--- src/source/icache_config.svh ---
`ifndef ICACHE_CONFIG_SVH
`define ICACHE_CONFIG_SVH

// memory bus
`define WB_DATA_W           32

// two-way cache geometry
`define ICACHE_INDEX_W      6                           // 64 sets
`define ICACHE_WORD_OFF_W   4                           // 16 words, 64 bytes per line
`define ICACHE_TAG_W        20
`define ICACHE_OFF_W        (`ICACHE_WORD_OFF_W + 2)    // byte offset inside a line
`define ICACHE_LINE_W       ((1 << `ICACHE_WORD_OFF_W) * `WB_DATA_W)

`endif

--- src/source/icache_pkg.sv ---
`include "icache_config.svh"

package icache_pkg;

    typedef logic [`ICACHE_LINE_W-1:0] line_t;
    typedef logic [`ICACHE_TAG_W-1:0]  tag_t;

    // pipeline fetch request
    typedef struct packed {
        logic [`WB_DATA_W-1:0] addr;
        logic                  uncached;
    } fetch_req_t;

    typedef struct packed {
        logic                    valid;
        logic [`WB_DATA_W-1:0]   addr;    // echo of the request
        logic [2*`WB_DATA_W-1:0] data;    // aligned instruction pair
        logic                    fault;   // misaligned fetch
    } fetch_rsp_t;

    // wishbone classic, master to slave
    typedef struct packed {
        logic                  cyc;
        logic                  stb;
        logic                  we;
        logic [`WB_DATA_W-1:0] adr;
    } wb_m2s_t;

    typedef struct packed {
        logic                  ack;
        logic [`WB_DATA_W-1:0] dat;
    } wb_s2m_t;

    // refill command to the line fetcher
    typedef struct packed {
        logic [`WB_DATA_W-1:0] addr;      // line aligned, or pair aligned if uncached
        logic                  uncached;
    } fill_req_t;

endpackage

--- src/source/wb_line_fetcher.sv ---
`timescale 1ns/1ps
`include "icache_config.svh"

module wb_line_fetcher (
    input  logic                  clk,
    input  logic                  rstn,
    input  icache_pkg::fill_req_t i_fill,
    input  logic                  i_fill_start,
    output logic                  o_fill_done,
    output icache_pkg::line_t     o_line,
    output icache_pkg::wb_m2s_t   o_wb,
    input  icache_pkg::wb_s2m_t   i_wb
);
    import icache_pkg::*;

    typedef enum logic [1:0] {
        F_IDLE,
        F_READ,    // cyc/stb held until ack
        F_DONE     // one cycle, return buffer complete
    } fetch_state_e;

    fetch_state_e                  state_q;
    logic [`ICACHE_WORD_OFF_W-1:0] beat_q;
    logic [`ICACHE_WORD_OFF_W-1:0] last_beat_q;
    logic [`WB_DATA_W-1:0]         adr_q;
    logic                          beat_ack;

    assign beat_ack = (state_q == F_READ) && i_wb.ack;

    always_ff @(posedge clk) begin
        if (!rstn) begin
            state_q     <= F_IDLE;
            beat_q      <= '0;
            last_beat_q <= '0;
            adr_q       <= '0;
        end else begin
            case (state_q)
                F_IDLE: begin
                    if (i_fill_start) begin
                        state_q     <= F_READ;
                        beat_q      <= '0;
                        adr_q       <= i_fill.addr;
                        last_beat_q <= i_fill.uncached ? 'd1 : '1;   // pair or whole line
                    end
                end
                F_READ: begin
                    if (beat_ack) begin
                        beat_q <= beat_q + 1'b1;
                        adr_q  <= adr_q + (`WB_DATA_W / 8);      // next word
                        if (beat_q == last_beat_q) begin
                            state_q <= F_DONE;
                        end
                    end
                end
                default: begin
                    state_q <= F_IDLE;
                end
            endcase
        end
    end

    // return buffer, word lands in its beat slot
    always_ff @(posedge clk) begin
        if (beat_ack) begin
            o_line[beat_q*`WB_DATA_W +: `WB_DATA_W] <= i_wb.dat;
        end
    end

    assign o_fill_done = (state_q == F_DONE);

    always_comb begin
        o_wb.cyc = (state_q == F_READ);
        o_wb.stb = (state_q == F_READ);
        o_wb.we  = 1'b0;   // read only master
        o_wb.adr = adr_q;
    end

endmodule

--- config.mk ---
export PLATFORM = sky130hd
export DESIGN_NAME = wb_line_fetcher
export DESIGN_NICKNAME = d
export VERILOG_FILES = /design/src/source/icache_pkg.sv /design/src/source/wb_line_fetcher.sv
export VERILOG_INCLUDE_DIRS = /design/src /design/src/source
export SDC_FILE = /design/constraint.sdc
export NUM_CORES = 1
export LEC_CHECK = 0
export BUFFER_PORTS_ARGS = -buffer_cell sky130_fd_sc_hd__buf_2
export CAP_MARGIN = 30
export CORE_MARGIN = 2
export CORE_UTILIZATION = 35
export CTS_BUF_LIST = sky130_fd_sc_hd__clkbuf_8
export DETAILED_ROUTE_END_ITERATION = 16
export HOLD_SLACK_MARGIN = 0.05
export PLACE_DENSITY = 0.61
export REMOVE_ABC_BUFFERS = 1
export SYNTH_ARGS = -nofsm -noshare
export SYNTH_HDL_FRONTEND = slang
export SYNTH_SLANG_ARGS = --single-unit
--- constraint.sdc ---
create_clock -name clk -period 6 [get_ports clk]
set_input_delay 0.3 -clock clk [delete_from_list [all_inputs] [get_ports clk]]
set_output_delay 0.3 -clock clk [all_outputs]
set_load 0.1 [all_outputs]
==> run summary <==
Outcome -> complete, no violations
PostCTS Resize Cnt -> 0
Slew @ Worst Pin -> 0.9901 ns
Buf/Inv on CP -> 3
DR DRC count -> 0
Crit Path Max Fanout -> 60
Initial Util -> 0.3528
Total die area -> 62,590 µm²
Pwr Density -> 292.6 nW/µm²
Worst path cell trace -> inv_1 -> ha_1 -> xnor2_1 -> nand2b_4 -> buf_4 -> nor3_2 -> buf_4
Final Wtd Congestion -> 0.8918
Post-synth EDFFs -> 512
Global route overflow -> 0
Flop pwr share -> 0.531
Fin nets -> 2,321
Main synth FF type -> edfxtp_1
Worst VDD drop -> 0.1951 mV
Hold WS -> 0.09219 ns
Peak Freq -> 281.7 MHz
Final min period -> 3.550 ns
Post-synthesis xor/xnor area fraction -> 0.002064
Share of layout cells above drive strength 1 -> 0.3455
Netlist cell types -> 70
Pleak -> 9.227 nW
Critical Path Max Stage Delay -> 0.56 ns
Area delta synth->final -> 28.75%
Max Slew Vio Count -> 0
Final hold violation count -> 0
Portion of netlist area occupied by mux cells -> 0.001003
Hold crit path type -> primary input to flip-flop
Vias per Instance -> 5.123
1st-iter DRT viols -> 1,472
Synth Area in Adders -> 0.002359
Row Count -> 90
Relative slew slack -> 0.3390
Fillers -> 5,507
TritonCTS clock tree -> done
Net Sw Power -> 2.087 mW
Post-CTS Repair Setup Buffers -> 0
Yosys warnings -> 0
IO buf count -> 615
Die Y -> 250.2 µm
Routed wire per std cell -> 25.32 µm
Detail Route Antenna Nets -> 0
Final WL -> 78,670 µm
Vias in the first global route -> 15,320
Net Sw Frac -> 0.2612
CP arrival -> 3.82 ns
Mapped cell area -> 21,210 µm²
Placed standard-cell area -> 25,260 µm²
Setup WS pre-CTS -> 2.445 ns
Delay-heaviest family, CP -> buffers and inverters
Global-route usage over all layers -> 0.2430
First-pass GRT wire length -> 109,000 µm
Via count -> 15,920
CORE AREA -> 60,130 µm²
Compound-Gate Fraction of Synth Area -> 0.03580
Comb power frac -> 0.074
# Max-Cap Violations -> 0
Clk_lat worst skew -> 0.68 ns
Multi-input gate area -> 4786 µm²
Clk sink count -> 552
Clock share of power -> 0.395
Worst-path clk slew -> 0.06 ns
Power, Total -> 7.991 mW
Final HPWL DP -> 54,880 µm
Critical Path Source Type -> flip-flop
Final Skew -> 0.03750 ns
Endpoints failing setup -> 0
Fin area -> 27,310 µm²
Crit path top cell by count -> buf_4
Seq cells post-synth -> 552
Worst Slack Setup Final -> 2.450 ns
Die span in x -> 250.2 µm
Slowest-stage cell, CP -> nand2b_4
Critical path data required time -> 6.27 ns
Post-Synth Simple-Gate Area -> 0.1765
CP endpoint kind -> flip-flop
Reg area -> 16,180 µm²
IO Count -> 617
CP Class -> flip-flop to flip-flop
RSZ-0062 raised after global routing -> false
Root Driver -> clkbuf_8
Post-synth ARST share -> 0
Combinational family with the most area after synthesis -> simple AND/OR/NAND/NOR gates
Max Root-Sink Buffers -> 3
Drt pass-1 iters -> 5
# H-tree levels -> 3
Internal power -> 5.904 mW
Post-synthesis instance total -> 1,577
Avg Inst Size Synth -> 13.45 µm²
CTS Buf Count -> 94
Largest net degree at the start of global routing -> 71
Period Utilization, post-route -> 0.5916
Initial antenna violation count -> 4
Post-synthesis sequential area ratio -> 0.7625
-- stage by stage --
| step | cells | util | TNS [ns] |
|---|---|---|---|
| final | 3107 | 0.4542 | 0 |
| after global routing | 3106 | 0.4542 | 0 |
| after CTS | 3105 | 0.4538 | 0 |
| after detailed placement | 2903 | 0.4201 | 0 |
| after global placement | 2903 | 0.4201 | 0 |
| after floorplan | 1477 | - | -833.93 |
-- power by group through the flow --
stage	clock network [mW]	registers (mW)	logic (mW)
4_1_cts	3.21	4.24	0.594
2_1_floorplan	0	4.52	0.165
3_3_place_gp	0	4.32	0.573
6_report	3.16	4.24	0.594
5_1_grt	3.37	4.24	0.624
3_5_place_dp	0	4.32	0.579
-- cell usage after synthesis, types with 4 or more instances --
| master | count | area (µm²) |
|---|---|---|
| a211o_1 | 4 | 35.03 |
| a211oi_1 | 4 | 30.03 |
| a21oi_1 | 27 | 135.1 |
| a311oi_1 | 5 | 43.79 |
| a31oi_1 | 4 | 25.02 |
| and2_1 | 167 | 1045 |
| and3_1 | 10 | 62.56 |
| and4_1 | 6 | 52.55 |
| clkbuf_1 | 91 | 341.6 |
| dfxtp_1 | 40 | 800.8 |
| edfxtp_1 | 512 | 15370 |
| ha_1 | 4 | 50.05 |
| inv_1 | 6 | 22.52 |
| nand2_1 | 136 | 510.5 |
| nand2b_1 | 4 | 25.02 |
| nand3_1 | 15 | 75.07 |
| nand4_1 | 7 | 43.79 |
| nor2_1 | 380 | 1426 |
| nor2b_1 | 4 | 25.02 |
| nor3_1 | 23 | 115.1 |
| nor3b_1 | 5 | 37.54 |
| nor4_1 | 13 | 81.33 |
| o211a_1 | 7 | 70.07 |
| o211ai_1 | 5 | 37.54 |
| o21ai_0 | 23 | 115.1 |
| or3_1 | 5 | 31.28 |
| xnor2_1 | 5 | 43.79 |
-- kinds of logic (layout without fill, tap and decap cells) --
| family | count (synthesis) | count (layout) |
|---|---|---|
| simple gates | 796 | 796 |
| fa+ha+maj | 4 | 4 |
| compound gates | 110 | 110 |
| buf+inv | 107 | 854 |
| other cells | 1 | 2 |
| xor+xnor | 5 | 5 |
| flops | 552 | 552 |
| mux | 2 | 2 |
-- state kept, by name, indices dropped and copies added (netlist names) --
name / cells
adr_q: 32
last_beat_q: 2
beat_q: 4
o_line: 512
state_q: 2
-- worst reg2reg max path, cell delays in order (launching register included) --
cell and delay [ns]:
dfxtp_1 0.54, inv_1 0.16, ha_1 0.31, xnor2_1 0.43, nand2b_4 0.57, buf_4 0.52, nor3_2 0.21, buf_4 0.44
-- path summary, 6_finish.rpt --
check                                            start               endpoint  slack [ns]  depth (start not counted)
worst min register to register   adr_q[1]$_SDFFE_PN0P_  adr_q[1]$_SDFFE_PN0P_        0.46                          2
worst max register to register  beat_q[0]$_SDFFE_PN0P_  o_line[302]$_DFFE_PP_        2.45                          7
worst max-delay path            beat_q[0]$_SDFFE_PN0P_  o_line[302]$_DFFE_PP_        2.45                          7
worst min-delay path                          i_wb[25]   o_line[25]$_DFFE_PP_        0.09                          2
-- cells in the final DEF (no fill, tap or decap), types with 4 or more instances in the layout --
master,instances
nand4_1,7
clkinv_2,12
nor4_1,10
and3_1,9
o21ai_0,22
clkinv_1,28
clkbuf_8,96
nor4_2,4
o211ai_1,5
nor2_1,376
a311oi_1,5
nand3_1,15
xnor2_1,5
ha_1,4
o211a_1,7
or3_1,5
dfxtp_1,40
a21oi_1,27
nand2_1,135
nor3b_1,4
nor3_1,11
buf_2,615
buf_4,29
inv_1,34
and4_1,6
a211oi_1,4
nor3_2,12
dlygate4sd3_1,30
a31oi_1,4
nor2_4,4
and2_1,166
a211o_1,4
edfxtp_1,512
-- cell type report --
cell class,instances,area share
repair buffers,675,0.1324
flip-flops and latches,552,0.5922
clock buffers,96,0.04838
well taps,782,0.03582
inverters,7,0.0009620
clock inverters,76,0.01489
diodes,1,0.00009162
multi-input cells,918,0.1752
-- timing repair --
| action | 4_1_cts | 5_1_grt |
|---|---|---|
| endpoints found under the hold margin | 35 | 0 |
| endpoints found under the setup margin | 0 | 0 |
| hold buffers | 30 | 0 |
-- metal layers --
layer / vias up / part of all wire / global-route usage
met5: - / 0.00043 / 0
met4: 6 / 0.030 / 0.08161
met3: 116 / 0.097 / 0.06381
met2: 918 / 0.51 / 0.4271
met1: 7945 / 0.36 / 0.2885
li1: 6933 / - / -
No activity file was read; power rests on OpenSTA's default activity.
